### src/design/decode_pkg.sv
// Shared types and constants for the RV32I + Zicsr instruction decoder.
// Decoders, the top level and the testbench import this package by wildcard.
`default_nettype none

package decode_pkg;

    // Major opcodes in instr[6:0]
    typedef enum logic [6:0] {
        R_OP   = 7'b0110011,
        I_OP   = 7'b0010011,
        LOAD   = 7'b0000011,
        STORE  = 7'b0100011,
        BRANCH = 7'b1100011,
        JAL    = 7'b1101111,
        JALR   = 7'b1100111,
        LUI    = 7'b0110111,
        AUIPC  = 7'b0010111,
        FENCE  = 7'b0001111,
        SYSTEM = 7'b1110011
    } opcode_e;

    // funct3 values in instr[14:12] by instruction class
    localparam logic [2:0] F3_ADD_SUB = 3'b000;
    localparam logic [2:0] F3_SLL     = 3'b001;
    localparam logic [2:0] F3_SLT     = 3'b010;
    localparam logic [2:0] F3_SLTU    = 3'b011;
    localparam logic [2:0] F3_XOR     = 3'b100;
    localparam logic [2:0] F3_SR      = 3'b101; // SRL / SRA
    localparam logic [2:0] F3_OR      = 3'b110;
    localparam logic [2:0] F3_AND     = 3'b111;

    localparam logic [2:0] F3_BEQ     = 3'b000;
    localparam logic [2:0] F3_BNE     = 3'b001;
    localparam logic [2:0] F3_BLT     = 3'b100;
    localparam logic [2:0] F3_BGE     = 3'b101;
    localparam logic [2:0] F3_BLTU    = 3'b110;
    localparam logic [2:0] F3_BGEU    = 3'b111;

    localparam logic [2:0] F3_LB      = 3'b000;
    localparam logic [2:0] F3_LH      = 3'b001;
    localparam logic [2:0] F3_LW      = 3'b010;
    localparam logic [2:0] F3_LBU     = 3'b100;
    localparam logic [2:0] F3_LHU     = 3'b101;

    localparam logic [2:0] F3_SB      = 3'b000;
    localparam logic [2:0] F3_SH      = 3'b001;
    localparam logic [2:0] F3_SW      = 3'b010;

    localparam logic [2:0] F3_PRIV    = 3'b000; // ECALL / EBREAK / MRET
    localparam logic [2:0] F3_CSRRW   = 3'b001;
    localparam logic [2:0] F3_CSRRS   = 3'b010;
    localparam logic [2:0] F3_CSRRC   = 3'b011;
    localparam logic [2:0] F3_CSRRWI  = 3'b101;
    localparam logic [2:0] F3_CSRRSI  = 3'b110;
    localparam logic [2:0] F3_CSRRCI  = 3'b111;

    typedef enum logic [3:0] {
        ADD, SUB, SLL, SRL, SRA, AND, OR, XOR,
        SLT, SLTU, EQ, NE, LT, GE, LTU, GEU
    } alu_op_e;

    typedef enum logic [1:0] {A_RS1, A_PC, A_ZERO} a_src_e;

    typedef enum logic [1:0] {WB_ALU, WB_MEM, WB_LINK, WB_CSR} wb_src_e;

    typedef enum logic [1:0] {WR_NONE, WR_BYTE, WR_HALF, WR_WORD} wr_mode_e;

    // Encoded like the CSR funct3 values
    typedef enum logic [2:0] {
        CSR_NONE = 3'b000,
        CSR_RW   = 3'b001,
        CSR_RS   = 3'b010,
        CSR_RC   = 3'b011,
        CSR_RWI  = 3'b101,
        CSR_RSI  = 3'b110,
        CSR_RCI  = 3'b111
    } csr_op_e;

    typedef struct packed {
        a_src_e  a_src;
        logic    b_imm;  // Second operand is the immediate
        alu_op_e op;
    } alu_ctrl_t;

    typedef struct packed {
        logic     rf_we;
        wb_src_e  wb_src;
        wr_mode_e wr_mode;
        logic     branch;
        logic     jump;
    } flow_ctrl_t;

    typedef struct packed {
        logic        ecall;
        logic        ebreak;
        logic        mret;
        logic        csr_r_en;
        logic        csr_w_en;
        logic        csr_imm;   // Operand is the 5-bit uimm
        csr_op_e     csr_op;
        logic [11:0] csr_addr;
    } sys_ctrl_t;

    typedef struct packed {
        alu_ctrl_t  alu;
        flow_ctrl_t flow;
        sys_ctrl_t  sys;
    } ctrl_t;

    localparam logic [11:0] CSR_MTVEC = 12'h305;
    localparam logic [11:0] CSR_MEPC  = 12'h341;

    localparam ctrl_t CTRL_NOP = '{
        alu:  '{a_src: A_RS1, b_imm: 1'b1, op: ADD},
        flow: '{rf_we: 1'b0, wb_src: WB_ALU, wr_mode: WR_NONE, branch: 1'b0, jump: 1'b0},
        sys:  '{ecall: 1'b0, ebreak: 1'b0, mret: 1'b0, csr_r_en: 1'b0, csr_w_en: 1'b0,
                csr_imm: 1'b0, csr_op: CSR_NONE, csr_addr: 12'h000}
    };

endpackage

`default_nettype wire

### src/design/alu_decoder.sv
// ALU operand source and operation decode.
// Purely combinational; drives the ALU part of the control bundle.
`default_nettype none

module alu_decoder
    import decode_pkg::*;
(
    input  logic [31:0] instr,
    output alu_ctrl_t   alu
);

    opcode_e    opcode;
    logic [2:0] funct3;
    alu_op_e    arith_op;
    alu_op_e    branch_op;

    assign opcode = opcode_e'(instr[6:0]);
    assign funct3 = instr[14:12];

    // Shared R/I table
    always_comb
    begin
        case (funct3)
            F3_ADD_SUB:
            begin
                if (instr[30] && opcode == R_OP) // SUB only exists as R-type
                    arith_op = SUB;
                else
                    arith_op = ADD;
            end
            F3_SLL:  arith_op = SLL;
            F3_SLT:  arith_op = SLT;
            F3_SLTU: arith_op = SLTU;
            F3_XOR:  arith_op = XOR;
            F3_SR:
            begin
                if (instr[30])
                    arith_op = SRA;
                else
                    arith_op = SRL;
            end
            F3_OR:   arith_op = OR;
            F3_AND:  arith_op = AND;
            default: arith_op = ADD;
        endcase
    end

    always_comb
    begin
        case (funct3)
            F3_BEQ:  branch_op = EQ;
            F3_BNE:  branch_op = NE;
            F3_BLT:  branch_op = LT;
            F3_BGE:  branch_op = GE;
            F3_BLTU: branch_op = LTU;
            F3_BGEU: branch_op = GEU;
            default: branch_op = EQ; // Reserved encodings keep the branch flag low
        endcase
    end

    always_comb
    begin
        alu = CTRL_NOP.alu;
        case (opcode)
            R_OP:
            begin
                alu.b_imm = 1'b0;
                alu.op    = arith_op;
            end
            I_OP:
            begin
                alu.op = arith_op;
            end
            BRANCH:
            begin
                alu.a_src = A_PC;
                alu.op    = branch_op;
            end
            JAL, AUIPC:
            begin
                alu.a_src = A_PC;
            end
            LUI:
            begin
                alu.a_src = A_ZERO; // 0 + U-immediate
            end
            default: ;
        endcase
    end

    // Branch unit relies on a compare code for every branch word
    always_comb
    begin
        if (opcode == BRANCH)
            assert #0 (alu.op inside {EQ, NE, LT, GE, LTU, GEU})
            else $error("branch decoded to non-compare op %0h", alu.op);
    end

endmodule

`default_nettype wire

### src/design/flow_decoder.sv
// Writeback, store width and control-flow decode.
// Purely combinational; drives the flow part of the control bundle.
`default_nettype none

module flow_decoder
    import decode_pkg::*;
(
    input  logic [31:0] instr,
    output flow_ctrl_t  flow
);

    opcode_e    opcode;
    logic [2:0] funct3;
    logic       rd_zero;

    assign opcode  = opcode_e'(instr[6:0]);
    assign funct3  = instr[14:12];
    assign rd_zero = (instr[11:7] == 5'd0);

    always_comb
    begin
        flow = CTRL_NOP.flow;
        case (opcode)
            R_OP, I_OP, LUI, AUIPC:
            begin
                flow.rf_we = 1'b1;
            end
            LOAD:
            begin
                case (funct3)
                    F3_LB, F3_LH, F3_LW, F3_LBU, F3_LHU:
                    begin
                        flow.rf_we  = 1'b1;
                        flow.wb_src = WB_MEM;
                    end
                    default: ;
                endcase
            end
            STORE:
            begin
                case (funct3)
                    F3_SB:   flow.wr_mode = WR_BYTE;
                    F3_SH:   flow.wr_mode = WR_HALF;
                    F3_SW:   flow.wr_mode = WR_WORD;
                    default: ;
                endcase
            end
            BRANCH:
            begin
                case (funct3)
                    F3_BEQ, F3_BNE, F3_BLT, F3_BGE, F3_BLTU, F3_BGEU: flow.branch = 1'b1;
                    default: ;
                endcase
            end
            JAL, JALR:
            begin
                flow.rf_we  = 1'b1;
                flow.wb_src = WB_LINK; // Return address
                flow.jump   = 1'b1;
            end
            SYSTEM:
            begin
                case (funct3)
                    F3_CSRRW, F3_CSRRWI:
                    begin
                        flow.rf_we  = !rd_zero;
                        flow.wb_src = WB_CSR;
                    end
                    F3_CSRRS, F3_CSRRC, F3_CSRRSI, F3_CSRRCI:
                    begin
                        flow.rf_we  = 1'b1;
                        flow.wb_src = WB_CSR;
                    end
                    default: ;
                endcase
            end
            default: ;
        endcase
    end

    // PC mux in the fetch stage takes one redirect source at a time
    always_comb
    begin
        assert #0 (!(flow.branch && flow.jump))
        else $error("branch and jump decoded together");
    end

endmodule

`default_nettype wire

### src/design/system_decoder.sv
// CSR access and trap instruction decode.
// Purely combinational; drives the system part of the control bundle.
`default_nettype none

module system_decoder
    import decode_pkg::*;
(
    input  logic [31:0] instr,
    output sys_ctrl_t   sys
);

    logic       is_system;
    logic [2:0] funct3;
    logic       rd_zero;
    logic       rs1_zero;
    logic       csr_form;

    assign is_system = (instr[6:0] == SYSTEM);
    assign funct3    = instr[14:12];
    assign rd_zero   = (instr[11:7] == 5'd0);
    assign rs1_zero  = (instr[19:15] == 5'd0); // rs1 or uimm
    assign csr_form  = (funct3[1:0] != 2'b00);  // Excludes PRIV and reserved 100

    always_comb
    begin
        sys = CTRL_NOP.sys;
        if (is_system)
        begin
            if (csr_form)
            begin
                sys.csr_op   = csr_op_e'(funct3);
                sys.csr_addr = instr[31:20];
                sys.csr_imm  = funct3[2];
            end
            case (funct3)
                F3_PRIV:
                begin
                    sys.csr_r_en = 1'b1;
                    case (instr[31:20])
                        12'h000:
                        begin
                            sys.ecall    = 1'b1;
                            sys.csr_addr = CSR_MTVEC;
                        end
                        12'h001:
                        begin
                            sys.ebreak   = 1'b1;
                            sys.csr_addr = CSR_MTVEC;
                        end
                        12'h302:
                        begin
                            sys.mret     = 1'b1;
                            sys.csr_addr = CSR_MEPC; // Return target
                        end
                        default: ;
                    endcase
                end
                F3_CSRRW, F3_CSRRWI:
                begin
                    sys.csr_w_en = 1'b1;
                    sys.csr_r_en = !rd_zero; // No read side effects for rd = x0
                end
                F3_CSRRS, F3_CSRRC, F3_CSRRSI, F3_CSRRCI:
                begin
                    sys.csr_r_en = 1'b1;
                    sys.csr_w_en = !rs1_zero;
                end
                default: ;
            endcase
        end
    end

    always_comb
    begin
        assert #0 (!sys.csr_w_en || sys.csr_op != CSR_NONE)
        else $error("CSR write without CSR operation");
    end

endmodule

`default_nettype wire

### src/design/control_unit.sv
// Decode stage top level. Decodes one instruction per instr_valid strobe
// and presents the registered control bundle one cycle later with ctrl_valid.
`default_nettype none

module control_unit
    import decode_pkg::*;
(
    input  logic        clk,
    input  logic        rst,
    input  logic        instr_valid,
    input  logic [31:0] instr,
    output logic        ctrl_valid,
    output ctrl_t       ctrl
);

    alu_ctrl_t  alu;
    flow_ctrl_t flow;
    sys_ctrl_t  sys;

    alu_decoder u_alu_dec
    (
        .instr (instr),
        .alu   (alu)
    );

    flow_decoder u_flow_dec
    (
        .instr (instr),
        .flow  (flow)
    );

    system_decoder u_sys_dec
    (
        .instr (instr),
        .sys   (sys)
    );

    always_ff @(posedge clk)
    begin
        if (rst)
        begin
            ctrl_valid <= 1'b0;
            ctrl       <= CTRL_NOP;
        end
        else
        begin
            ctrl_valid <= instr_valid;
            if (instr_valid)
                ctrl <= '{alu: alu, flow: flow, sys: sys}; // Holds otherwise
        end
    end

    // One result per accepted instruction in the next cycle
    assert property (@(posedge clk) disable iff (rst) ctrl_valid |-> $past(instr_valid))
    else $error("ctrl_valid without instruction in previous cycle");

endmodule

`default_nettype wire

### config.mk
export PLATFORM = sky130hd
export DESIGN_NAME = control_unit
export DESIGN_NICKNAME = d
export VERILOG_FILES = /design/src/design/decode_pkg.sv /design/src/design/alu_decoder.sv /design/src/design/flow_decoder.sv /design/src/design/system_decoder.sv /design/src/design/control_unit.sv
export SDC_FILE = /design/constraint.sdc
export NUM_CORES = 1
export LEC_CHECK = 0
export BUFFER_PORTS_ARGS = -buffer_cell sky130_fd_sc_hd__buf_2
export CAP_MARGIN = 20
export CORE_UTILIZATION = 45
export DETAILED_ROUTE_END_ITERATION = 8
export PLACE_DENSITY = 0.79
export SYNTH_ARGS = -nofsm -noshare
export SYNTH_HDL_FRONTEND = slang
export SYNTH_SLANG_ARGS = --single-unit
export TNS_END_PERCENT = 30
### constraint.sdc
create_clock -name clk -period 3.8 [get_ports clk]
set_clock_uncertainty 0.05 [all_clocks]
set_input_delay 0.38 -clock clk [delete_from_list [all_inputs] [get_ports clk]]
set_output_delay 0.38 -clock clk [all_outputs]
set_load 0.02 [all_outputs]
# Yosys cells after proc, flatten, opt, wreduce, memory -nomap -nowiden

Cells that the tools add are included.

Add/sub/neg operators: 0
$mul: 0
Divide/modulo/power cells: 0
Magnitude comparators: 0
Equal/unequal tests: 19
Shift operators: 0
Mux-type cells: 26
Bitwise gates (word level): 0
Reductions and logical operators: 18

Operators by type and width:

| kind                                                                    | number |
|---|---|
| 4-bit one-hot mux with 8 select lines                                   | 1 |
| 7-bit equality test, second input constant                              | 4 |
| 12-bit one-hot mux with 2 select lines                                  | 1 |
| 7-bit by 6-bit equality test with 1-bit output, second input constant   | 3 |
| 21-bit two-way mux                                                      | 1 |
| 16-bit two-way mux                                                      | 1 |
| 3-bit one-hot mux with 5 select lines                                   | 1 |
| 7-bit by 5-bit equality test with 1-bit output, second input constant   | 2 |
| 12-bit by 1-bit equality test with 1-bit output, second input constant  | 1 |
| 12-bit by 10-bit equality test with 1-bit output, second input constant | 1 |
| 3-bit equality test, second input constant                              | 4 |
| 12-bit zero test                                                        | 1 |
| 12-bit two-way mux                                                      | 1 |
| 2-bit one-hot mux with 3 select lines                                   | 2 |
| 6-bit OR reduction                                                      | 2 |
| 5-bit zero test                                                         | 2 |
| 5-bit OR reduction                                                      | 2 |
| 3-bit two-way mux                                                       | 3 |
| 1-bit two-way mux                                                       | 8 |
| 4-bit one-hot mux with 2 select lines                                   | 1 |
| 2-bit OR reduction                                                      | 4 |
| 7-bit by 2-bit equality test with 1-bit output, second input constant   | 1 |
| 3-bit by 2-bit equality test with 1-bit output, second input constant   | 2 |
| 3-bit one-hot mux with 2 select lines                                   | 1 |
| other kinds (11)                                                        | 13 |

Register bits: 36
Bits in latches: 0
Bits in writable memories: 0
Memory bits (read-only): 0
Input bits: 35
Output and inout bits: 36
Word-level logic and storage cells: 80
Memories: 0

# Logic depth before layout (Yosys ltp)

Gate-level depths: netlist (run 1).

Depth after elaboration: 5
Mapped depth: 6

# Hierarchy

A second synthesis (run 1) with hierarchy kept.

Cell total of the unflattened synthesis: 222
Area, all modules: 1974.4 um^2

Modules (own cells, without submodules):

| module         | times used | cells each | area each (um^2) | sequential area each (um^2) |
|---|---|---|---|---|
| control_unit   | 1          | 115        | 1298.7           | 720.7 |
| system_decoder | 1          | 52         | 319.1            | 0.0 |
| alu_decoder    | 1          | 30         | 192.7            | 0.0 |
| flow_decoder   | 1          | 25         | 163.9            | 0.0 |

# Worst setup path before layout (run 1)

Ideal clock, no wire load.

Path kind: in2reg
From: input port instr[2]
To: register ctrl[27] in the netlist's numbering
Library setup time: 0.074 ns
Data arrival time: 1.402 ns
Data required time: 3.676 ns
Setup slack: 2.274 ns
Stages: 4
Buffers on the path: 0
Cells stage by stage: nand4bb_4 > nor4_4 > o31ai_1 > a31oi_1

Word-level cells in the longest chain between the ends: 3
Elaborated cells on any way between the ends: 10
Classes of those cells: eq/ne: 8; mux: 1; reduce/logical: 1

RTL lines:

| what                                              | line               | text |
|---|---|---|
| from (decl)                                       | control_unit.sv:11 | `input logic [31:0] instr,` |
| 7-bit equality test, or another cell as far along | flow_decoder.sv:23 | `case (opcode)` |
| 6-bit OR reduction (no source line)               | n/a                |  |
| 1-bit one-hot mux with 3 select lines (*)         | flow_decoder.sv:23 |  |
| to (signal assigned)                              | control_unit.sv:49 | `ctrl <= '{alu: alu, flow: flow, sys: sys};` |
| to (decl)                                         | control_unit.sv:13 | `output ctrl_t ctrl` |

Mark *: on every way between the ends. The rest lies on a longest branch, timed or not.
A chain may end at the register's enable or synchronous reset.

# Worst setup path in the final report (run 1)

Ends and elaborated chain as after synthesis.

==> results of run 1 <==
==> metrics by stage <==
stage	utilization [%]	std cells
6_report	59.2	299
5_1_grt	59.2	299
4_1_cts	59.2	299
3_5_place_dp	57.5	291
3_3_place_gp	57.5	291
2_1_floorplan	-	192
==> cells by family (layout without fill, tap and decap cells) <==
| family | Yosys count | count (layout) | share of synthesized area (%) |
|---|---|---|---|
| AND/OR/NAND/NOR | 76 | 76 | 26.6 |
| AO/OA/AOI/OAI | 56 | 56 | 22.7 |
| flip-flops | 35 | 35 | 42.4 |
| buffers and inverters | 23 | 84 | 7.12 |
| XOR/XNOR | 1 | 1 | 0.530 |
| multiplexers | 1 | 1 | 0.606 |
==> worst max-delay path, stage by stage <==
cell       delay (ns)
buf_2            0.12
nand4bb_4        0.31
nor4_4           0.83
o31ai_1          0.21
a31oi_1          0.22
==> power groups by stage <==
stage / logic [mW] / clock network, mW / registers [mW]
floorplan: 0.0437 / 0 / 0.381
global placement: 0.0744 / 0 / 0.378
detailed placement: 0.0752 / 0 / 0.378
CTS: 0.0754 / 0.209 / 0.370
global route: 0.0825 / 0.227 / 0.371
finish: 0.0761 / 0.202 / 0.370
==> worst min-delay path by stage <==
| stage | start | endpoint | depth (start not counted) | slack, ns |
|---|---|---|---|---|
| after floorplan | instr[20] | ctrl[20] | 1 | 0.43 |
| after global placement | ctrl[20] | ctrl[20] | 2 | 0.38 |
| after detailed placement | ctrl[20] | ctrl[20] | 2 | 0.39 |
| after CTS | instr[20] | ctrl[20] | 2 | 0.19 |
| after global routing | instr[20] | ctrl[20] | 2 | 0.18 |
| final | instr[20] | ctrl[20] | 2 | 0.20 |
==> metal layers <==
layer | vias up | wire [um] | share of wire, % | track usage [%]
met5 | - | 0 | 0 | 0
met4 | 0 | 51 | 1.3 | 8.14
met3 | 5 | 229 | 5.7 | 4.38
met2 | 64 | 1850 | 46 | 33.0
met1 | 741 | 1920 | 47 | 29.3
li1 | 822 | - | - | -
==> state kept, by name, indices dropped and copies added, names as in the netlist <==
name        cells
ctrl_valid      1
ctrl           34
==> area by class of cell <==
cell class	count	area [um^2]
inverter	6	22.5
multi-input combinational	134	833
sequential	35	701
fill	342	1390
clock inverter	3	20.0
tap	46	57.6
timing repair buffer	70	350
clock buffer	5	37.5
==> cells in the mapped netlist, drive strengths merged <==
| library cell | instances | area, um^2 |
|---|---|---|
| dfxtp | 35 | 701 |
| nor2 | 24 | 90.1 |
| nand2 | 18 | 67.6 |
| a22oi | 17 | 128 |
| a21oi | 14 | 70.1 |
| clkbuf | 9 | 35.0 |
| buf | 8 | 60.1 |
| o21ai | 8 | 40.0 |
| inv | 6 | 22.5 |
| nand3 | 5 | 25.0 |
| nor4 | 5 | 61.3 |
| nor3 | 4 | 20.0 |
| nand2b | 3 | 18.8 |
| o2111ai | 3 | 26.3 |
| or4 | 3 | 22.5 |
| a211oi | 2 | 15.0 |
| and4 | 2 | 17.5 |
| nand3b | 2 | 15.0 |
| nand4 | 2 | 12.5 |
| nor2b | 2 | 12.5 |
| o21a | 2 | 15.0 |
| a2111oi | 1 | 8.76 |
| a21o | 1 | 8.76 |
| a221oi | 1 | 8.76 |
| a311o | 1 | 10.0 |
| a31oi | 1 | 6.26 |
| and3 | 1 | 6.26 |
| and3b | 1 | 8.76 |
| and4bb | 1 | 16.3 |
| mux2i | 1 | 10.0 |
| nand4bb | 1 | 27.5 |
| nor4b | 1 | 8.76 |
| o211ai | 1 | 7.51 |
| o221ai | 1 | 8.76 |
| o22ai | 1 | 6.26 |
| o31ai | 1 | 7.51 |
| o32ai | 1 | 8.76 |
| or3b | 1 | 8.76 |
| xor2 | 1 | 8.76 |
==> flow_metrics.tcl, run 1 <==
set metrics [dict create \
    status "complete, no violations" \
    ys_ff_latch 35 \
    finalSetupTns_ns 0 \
    cts_tree "yes" \
    clock_latency_ns 0.33 \
    grt_max_degree 35 \
    ctsResizeCount 0 \
    p_int_mw 0.467 \
    fin_hold_ws_ns 0.199 \
    wire_per_inst_um 13.5 \
    p_total_mw 0.648 \
    path_max_fanout 17 \
    drtIter0Drc 73 \
    antenna_cells 0 \
    fin_crit_sh_pct 49.1 \
    drt_wl_total_um 4050 \
    placed_area_um2 1960 \
    syn-num-nets 227 \
    first_pass_iters 4 \
    synth_warnings 0 \
    grt_usage_pct 21.4 \
    rr_startpoint "ctrl[25]" \
    ff2ff_setup_slack_ns 2.93 \
    cts_buffer_depth 2 \
    clk_pin_slew_worst_paths_ns 0.10 \
    tightest_slew_ns 0.937 \
    drc 0 \
    portBuffers 70 \
    yosysSeqAreaShare_pct 42.4 \
    startpoint "instr[2]" \
    gp_congestion 0.763 \
    syn_area_um2 1650 \
    post-place-ws_ns 1.62 \
    worstRegToRegCells 2 \
    hold_path.class "primary input to flip-flop" \
    ant_nets 0 \
    worstSetupEndpoint "ctrl[27]" \
    initial_utilization_pct 48.4 \
    slew_violations 0 \
    crit_path_end_kind "flip-flop" \
    layout_commonest_cell "buf_2" \
    dieArea_um2 3920 \
    max-slew-margin-rel_pct 37.4 \
    die_y_um 62.6 \
    arrival_ns 2.08 \
    postCtsSetupRepairBufs 0 \
    area_growth_syn_to_layout_pct 22.4 \
    fp-row-count 21 \
    final_nets 287 \
    die_w_um 62.6 \
    stdcell_area_um2 2020 \
    setup_viol 0 \
    p_clk_share_pct 31.2 \
    required_ns 4.01 \
    synthCells 192 \
    core_um2 3420 \
    layout_common_cells "buf_2, dfxtp_1, nor2_1" \
    cts_sinks 35 \
    drive_above_1_share_pct 32.8 \
    combPwrFrac_pct 11.7 \
    synth_area_per_cell_um2 8.60 \
    finalCriticalPeriod_ns 1.86 \
    grt_pass1_vias 1449 \
    fmax_ghz 0.536 \
    hold_viol 0 \
    start_kind "primary input" \
    post-dp-hpwl_um 2820 \
    synth.distinct_cells 44 \
    path_class "primary input to flip-flop" \
    timing.rr.end "ctrl[25]" \
    cts-root-buf "clkbuf_4" \
    p_seq_share_pct 57.1 \
    grt_pass1_wl_um 6710 \
    ios 71 \
    peakVddDrop_v 0.000200 \
    vias 1632 \
    power.density_nw_per_um2 320 \
    switching_share_pct 28.0 \
    postCtsHoldBufs 0 \
    p_leak_nw 0.864 \
    grt_overflow 0 \
    antenna_found_initial 0 \
    via_per_inst 5.46 \
    drv_cap 0 \
    ctsHtreeMaxLevel 2 \
    rsz0062_at_grt "no" \
    fin_ws_ns 1.94 \
    cts_buffers 5 \
    p_switching_mw 0.181 \
]
(Power assumes the default switching activity.)
==> run 2, diff against run 1 <==
--- a/config.mk
+++ b/config.mk
@@ -5,11 +5,12 @@
 export SDC_FILE = /design/constraint.sdc
 export NUM_CORES = 1
 export LEC_CHECK = 0
+export ABC_AREA = 1
 export BUFFER_PORTS_ARGS = -buffer_cell sky130_fd_sc_hd__buf_2
 export CAP_MARGIN = 20
 export CORE_UTILIZATION = 45
 export DETAILED_ROUTE_END_ITERATION = 8
-export PLACE_DENSITY = 0.79
+export PLACE_DENSITY = 0.78
 export SYNTH_ARGS = -nofsm -noshare
 export SYNTH_HDL_FRONTEND = slang
 export SYNTH_SLANG_ARGS = --single-unit
==> constraint.sdc (replaced) <==
create_clock -name clk -period 1.8 [get_ports clk]
set_clock_uncertainty 0.05 [all_clocks]
set_input_delay 0.18 -clock clk [delete_from_list [all_inputs] [get_ports clk]]
set_output_delay 0.18 -clock clk [all_outputs]
set_load 0.02 [all_outputs]
==> run 2 against run 1 <==
  * Utilization grew 0.066 points
  * Non-clock buffer count rose by 2
  * Power is 140% higher
  * Critical path depth up 5
  * First-iteration DRC count up 40%
  * Sequential cell count stayed put
  * Combinational power up 140%
  * Global-route usage up 0.42 points
  * Final cell count grew 26%
  * Via count is 13% higher
==> flow_metrics.tcl, run 2 <==
set metrics [dict create \
    final_nets 362 \
    wire_per_inst_um 11.4 \
    synth_edf_count 0 \
    drt_wl_total_um 4300 \
    finalSetupTns_ns 0 \
    grt_max_degree 19 \
    ant_nets 0 \
    required_ns 1.98 \
    yosysMostFrequentCell "nand2_1" \
    first_pass_iters 4 \
    top_register "ctrl" \
    ff2ff_setup_slack_ns 1.05 \
    critPathMaxStageDelay_ns 0.35 \
    portBuffers 70 \
    p_leak_nw 1.09 \
    drv_cap 0 \
    clk_pin_slew_worst_paths_ns 0.07 \
    stdcell_area_um2 2190 \
    layout_common_cells "nand2_1, buf_2, nor2_1" \
    hold_path.class "primary input to flip-flop" \
    core_um2 3690 \
    rsz0062_at_grt "no" \
    ctsResizeCount 0 \
    path_class "primary input to flip-flop" \
    synth_area_per_cell_um2 6.72 \
    cp_common_cell "nand2_1" \
    grt_pass1_wl_um 6910 \
    synthCells 258 \
    via_per_inst 4.92 \
    crit_path_end_kind "flip-flop" \
    ctsHtreeMaxLevel 2 \
    synth.distinct_cells 26 \
    clock_latency_ns 0.28 \
    post-dp-hpwl_um 3250 \
    die_y_um 64.1 \
    grt_pass1_vias 1534 \
    yosysSeqAreaShare_pct 40.4 \
    syn-num-nets 293 \
    top_regs "ctrl x34, ctrl_valid x1" \
    max-slew-margin-rel_pct 73.0 \
    fin_ws_ns 0.609 \
    utilization_pct 59.3 \
    gp_congestion 0.831 \
    path_max_fanout 16 \
    cts_buffer_depth 2 \
    area_growth_syn_to_layout_pct 26.0 \
    drc 0 \
    fin_crit_sh_pct 66.2 \
    vias 1849 \
    dieArea_um2 4110 \
    peakVddDrop_v 0.000607 \
    setup_viol 0 \
    postCtsHoldBufs 0 \
    drive_above_1_share_pct 30.2 \
    syn_area_um2 1730 \
    ios 71 \
    cts-root-buf "clkbuf_8" \
    grt_usage_pct 21.8 \
    post-place-ws_ns 0.314 \
    status "complete, no violations" \
    fp-row-count 22 \
    drtIter0Drc 102 \
    fmax_ghz 0.840 \
    postCtsSetupRepairBufs 0 \
    antenna_cells 0 \
    yosys-top-cells-count "nand2_1, nor2_1, dfxtp_1" \
    crit_slowest_cell "nor2_4" \
    crit_path_cell_trace "buf_2 -> inv_2 -> nand2_2 -> nor2_4 -> nand3_4 -> nor2_4 -> nand2_1 -> o21ai_0 -> nand2_1 -> nand2_1" \
    cts_tree "yes" \
    synthFlopType "dfxtp_1" \
    hold_viol 0 \
    path_buf_inv 2 \
    synth.top_cell.area_share_pct 40.4 \
    start_kind "primary input" \
    arrival_ns 1.37 \
    die_w_um 64.1 \
    ys_async_sr_fraction_pct 0 \
    critPathTopFamily "simple AND/OR/NAND/NOR gates" \
    finalCriticalPeriod_ns 1.19 \
    synth_warnings 0 \
    slew_violations 0 \
    cts_sinks 35 \
    power.density_nw_per_um2 698 \
    synth_top_area_cell "dfxtp_1" \
    initial_utilization_pct 47.0 \
    placed_area_um2 2100 \
    tightest_slew_ns 0.405 \
    grt_overflow 0 \
    cts_buffers 5 \
    synthTopCellsByArea "dfxtp_1, nand2_1, nor2_1" \
    largest_reg_flops 34 \
    ys_ff_latch 35 \
    antenna_found_initial 0 \
]
==> run 2: cell count changes after synthesis, moves of 5 or more <==
cell,change
a21oi_1,+7
a22oi_1,-17
inv_1,+16
nand2_1,+52
nand2_2,+5
nand3_1,+12
nor2_1,+14
o21ai_0,+10
==> run 2: area by class of cell <==
class / count / area [um^2]
clock inverter: 2 / 12.5
tap: 48 / 60.1
timing repair buffer: 72 / 365
clock buffer: 6 / 72.6
fill: 366 / 1500
inverter: 26 / 97.6
sequential: 35 / 701
multi-input combinational: 187 / 877
==> run 2: tightest hold or removal path, stage by stage <==
cell	delay, ns
buf_2	0.10
nand2_1	0.05
a21oi_1	0.05
==> run 2: per-stage QoR <==
step                      std cells  hold WS, ns  power (mW)
after CTS                       376       0.0972        1.54
after floorplan                 258        0.219       0.911
after detailed placement        368        0.400       0.993
after global placement          368        0.396       0.990
final                           376       0.0988        1.52
after global routing            376       0.0872        1.60
==> run 2: cell families (layout without fill, tap and decap cells) <==
family,Yosys count,after routing,share of synthesized area [%]
DFF,35,35,40.4
AOI/OAI and AO/OA,43,43,13.6
and+or+nand+nor,144,144,36.9
buffers and inverters,36,106,9.02
==> run 2: where the power goes <==
group | switching (mW) | leakage [nW] | total (mW) | internal (mW)
registers | 0.00469 | 0.283 | 0.790 | 0.785
clock network | 0.278 | 0.0412 | 0.549 | 0.270
logic | 0.123 | 0.767 | 0.186 | 0.0631
total | 0.406 | 1.09 | 1.52 | 1.12
==> run 2: path summary, 6_finish.rpt <==
| path | cells past startpoint | startpoint | to |
|---|---|---|---|
| setup / recovery | 10 | instr[3] | ctrl[27] |
| hold / removal | 3 | instr[24] | ctrl[4] |
| hold reg to reg | 2 | ctrl[4] | ctrl[4] |
| setup reg to reg | 4 | ctrl[27] | ctrl[27] |
==> run 2: layer usage <==
metal	global-route usage, %	up-vias	share of wire, %
met1	28.3	804	46
met3	6.25	7	7.2
met5	0	-	0
met2	35.0	72	45
met4	6.53	0	1.3
li1	-	966	-
==> run 3, diff against run 2 <==
--- a/config.mk
+++ b/config.mk
@@ -5,12 +5,12 @@
 export SDC_FILE = /design/constraint.sdc
 export NUM_CORES = 1
 export LEC_CHECK = 0
-export ABC_AREA = 1
+export ABC_AREA = 0
 export BUFFER_PORTS_ARGS = -buffer_cell sky130_fd_sc_hd__buf_2
 export CAP_MARGIN = 20
 export CORE_UTILIZATION = 45
 export DETAILED_ROUTE_END_ITERATION = 8
-export PLACE_DENSITY = 0.78
+export PLACE_DENSITY = 0.79
 export SYNTH_ARGS = -nofsm -noshare
 export SYNTH_HDL_FRONTEND = slang
 export SYNTH_SLANG_ARGS = --single-unit
==> constraint.sdc (replaced) <==
create_clock -name clk -period 1.1 [get_ports clk]
set_clock_uncertainty 0.05 [all_clocks]
set_input_delay 0.11 -clock clk [delete_from_list [all_inputs] [get_ports clk]]
set_output_delay 0.11 -clock clk [all_outputs]
set_load 0.02 [all_outputs]
==> run 3 against run 2 <==
  * Power up 52%
  * Clock power increased by 20%
  * Largest cell class unchanged
  * Final cell count shrank 8.5%
  * Sequential power up 62%
  * Via count up 0.70%
  * Global-route usage increased by 2.5 points
  * Utilization rose by 11 points
  * Worst setup slack got worse by 0.55 ns
  * Combinational power increased by 110%
  * Clock-buffer cell count is 1 higher
  * Routed wire length up 5.5%
  * Register-to-register slack got worse by 0.79 ns
  * Highest routed layer unchanged
  * Critical path type unchanged
==> flow_metrics.tcl, run 3 (same netlist as run 1, synthesis figures left out) <==
set metrics [dict create \
    layout_common_cells "buf_2, buf_4, dfxtp_1" \
    fp-row-count 21 \
    instances_no_fill 344 \
    dr.max_layer_used "met4" \
    post-dp-hpwl_um 3420 \
    route.met2.wl_um 2150 \
    gp_congestion 0.871 \
    hold_path.class "primary input to flip-flop" \
    route.met3.wl_um 281 \
    path_class "primary input to flip-flop" \
    die_w_um 62.6 \
    placed_area_um2 2250 \
    p_leak_nw 1.08 \
    ant_nets 0 \
    grt_max_degree 19 \
    placed_cells 329 \
    clk_pin_slew_worst_paths_ns 0.11 \
    fin_crit_sh_pct 94.3 \
    cts_tree "yes" \
    top_register "ctrl" \
    final_nets 332 \
    top_regs "ctrl x34, ctrl_valid x1" \
    drive_above_1_share_pct 40.6 \
    switching_share_pct 26.2 \
    clock_latency_ns 0.33 \
    p_switching_mw 0.608 \
    p_seq_share_pct 55.0 \
    rr_startpoint "ctrl[25]" \
    ff2ff_setup_slack_ns 0.26 \
    cts_sinks 35 \
    fin_ws_ns 0.0629 \
    p_int_mw 1.71 \
    status "complete, no violations" \
    grt_pass1_wl_um 7620 \
    crit_slowest_cell "or3b_4" \
    fin_hold_ws_ns 0.0194 \
    required_ns 1.30 \
    slew_violations 0 \
    grt_usage_pct 24.3 \
    rsz0062_at_grt "yes" \
    drt_wl_total_um 4530 \
    timing.rr.end "ctrl[25]" \
    min_path_cells 2 \
    tightest_slew_ns 0.516 \
    peakVddDrop_v 0.000849 \
    drv_cap 0 \
    cts_buffer_depth 2 \
    area_growth_syn_to_layout_pct 44.3 \
    wire_per_inst_um 13.2 \
    p_total_mw 2.32 \
    via_per_inst 5.41 \
    drc 0 \
    stdcell_area_um2 2380 \
    finalCriticalPeriod_ns 1.04 \
    worstRegToRegCells 2 \
    min_to "ctrl[17]" \
    setup_viol 0 \
    grt_overflow 0 \
    vias 1862 \
    antenna_found_initial 0 \
    first_pass_iters 4 \
    cts-root-buf "clkbuf_4" \
    combPwrFrac_pct 16.6 \
    fmax_ghz 0.964 \
    die_y_um 62.6 \
    hold_start "rst" \
    hold_viol 0 \
    drtIter0Drc 90 \
    antenna_cells 0 \
    path_max_fanout 7 \
    arrival_ns 1.24 \
    post-place-ws_ns -0.302 \
    layout_commonest_cell "buf_2" \
    max-slew-margin-rel_pct 64.7 \
    path_buf_inv 1 \
    dieArea_um2 3920 \
    core_um2 3420 \
    largest_reg_flops 34 \
    portBuffers 70 \
    crit_path_end_kind "flip-flop" \
    p_clk_share_pct 28.4 \
    crit_path_cell_trace "clkbuf_4 -> or3b_4 -> nor4_4 -> o2111ai_1 -> o21ai_0" \
    ctsHtreeMaxLevel 2 \
    critPathTopFamily "simple AND/OR/NAND/NOR gates" \
    cts_buffers 5 \
    wl_met1_um 2000 \
    power.density_nw_per_um2 974 \
    critPathMaxStageDelay_ns 0.40 \
    start_kind "primary input" \
    grt_pass1_vias 1704 \
    ios 71 \
    initial_utilization_pct 48.4 \
    postCtsSetupRepairBufs 0 \
]
-- run 3: worst max path at each step --
stage	start	endpoint	slack (ns)	cells past startpoint
2_1_floorplan	instr[3]	ctrl[27]	-0.11	4
3_3_place_gp	instr[30]	ctrl[19]	-0.26	5
3_5_place_dp	instr[25]	ctrl[19]	-0.30	5
4_1_cts	ctrl[15]	ctrl[14]	0.06	1
5_1_grt	instr[3]	ctrl[6]	-0.03	5
6_report	instr[6]	ctrl[8]	0.06	5
-- run 3: power groups by stage --
stage                     Clock, mW  Sequential [mW]  Combinational [mW]
after floorplan                   0             1.32               0.151
after global placement            0             1.31               0.351
after detailed placement          0             1.31               0.355
after CTS                     0.684             1.28               0.376
after global routing          0.745             1.28               0.419
final                         0.659             1.28               0.385
-- run 3: repair_timing --
item / 4_1_cts / 5_1_grt
resized for setup: 0 / 4
hold buffers: 7 / 0
endpoints found under the setup margin: 0 / 8
hold endpoints to repair: 7 / 0
-- run 3: area by class of cell --
class                           instances  area, um^2
Fill cell                             286        1030
Multi-Input combinational cell        134         838
Timing Repair Buffer                  115         714
Sequential cell                        35         701
Tap cell                               46        57.6
Clock buffer                            7        45.0
Inverter                                6        22.5
Clock inverter                          1        5.00
-- run 3: through the flow --
stage | setup TNS, ns | utilization (%)
global route | -0.0323 | 69.8
CTS | 0 | 69.4
global placement | -5.76 | 65.9
floorplan | -2.09 | -
detailed placement | -6.52 | 65.9
finish | 0 | 69.8
-- run 3: layer usage --
layer	vias up	GRT usage [%]
met3	12	6.39
met4	0	10.8
li1	920	-
met1	853	29.7
met5	-	0
met2	77	39.9
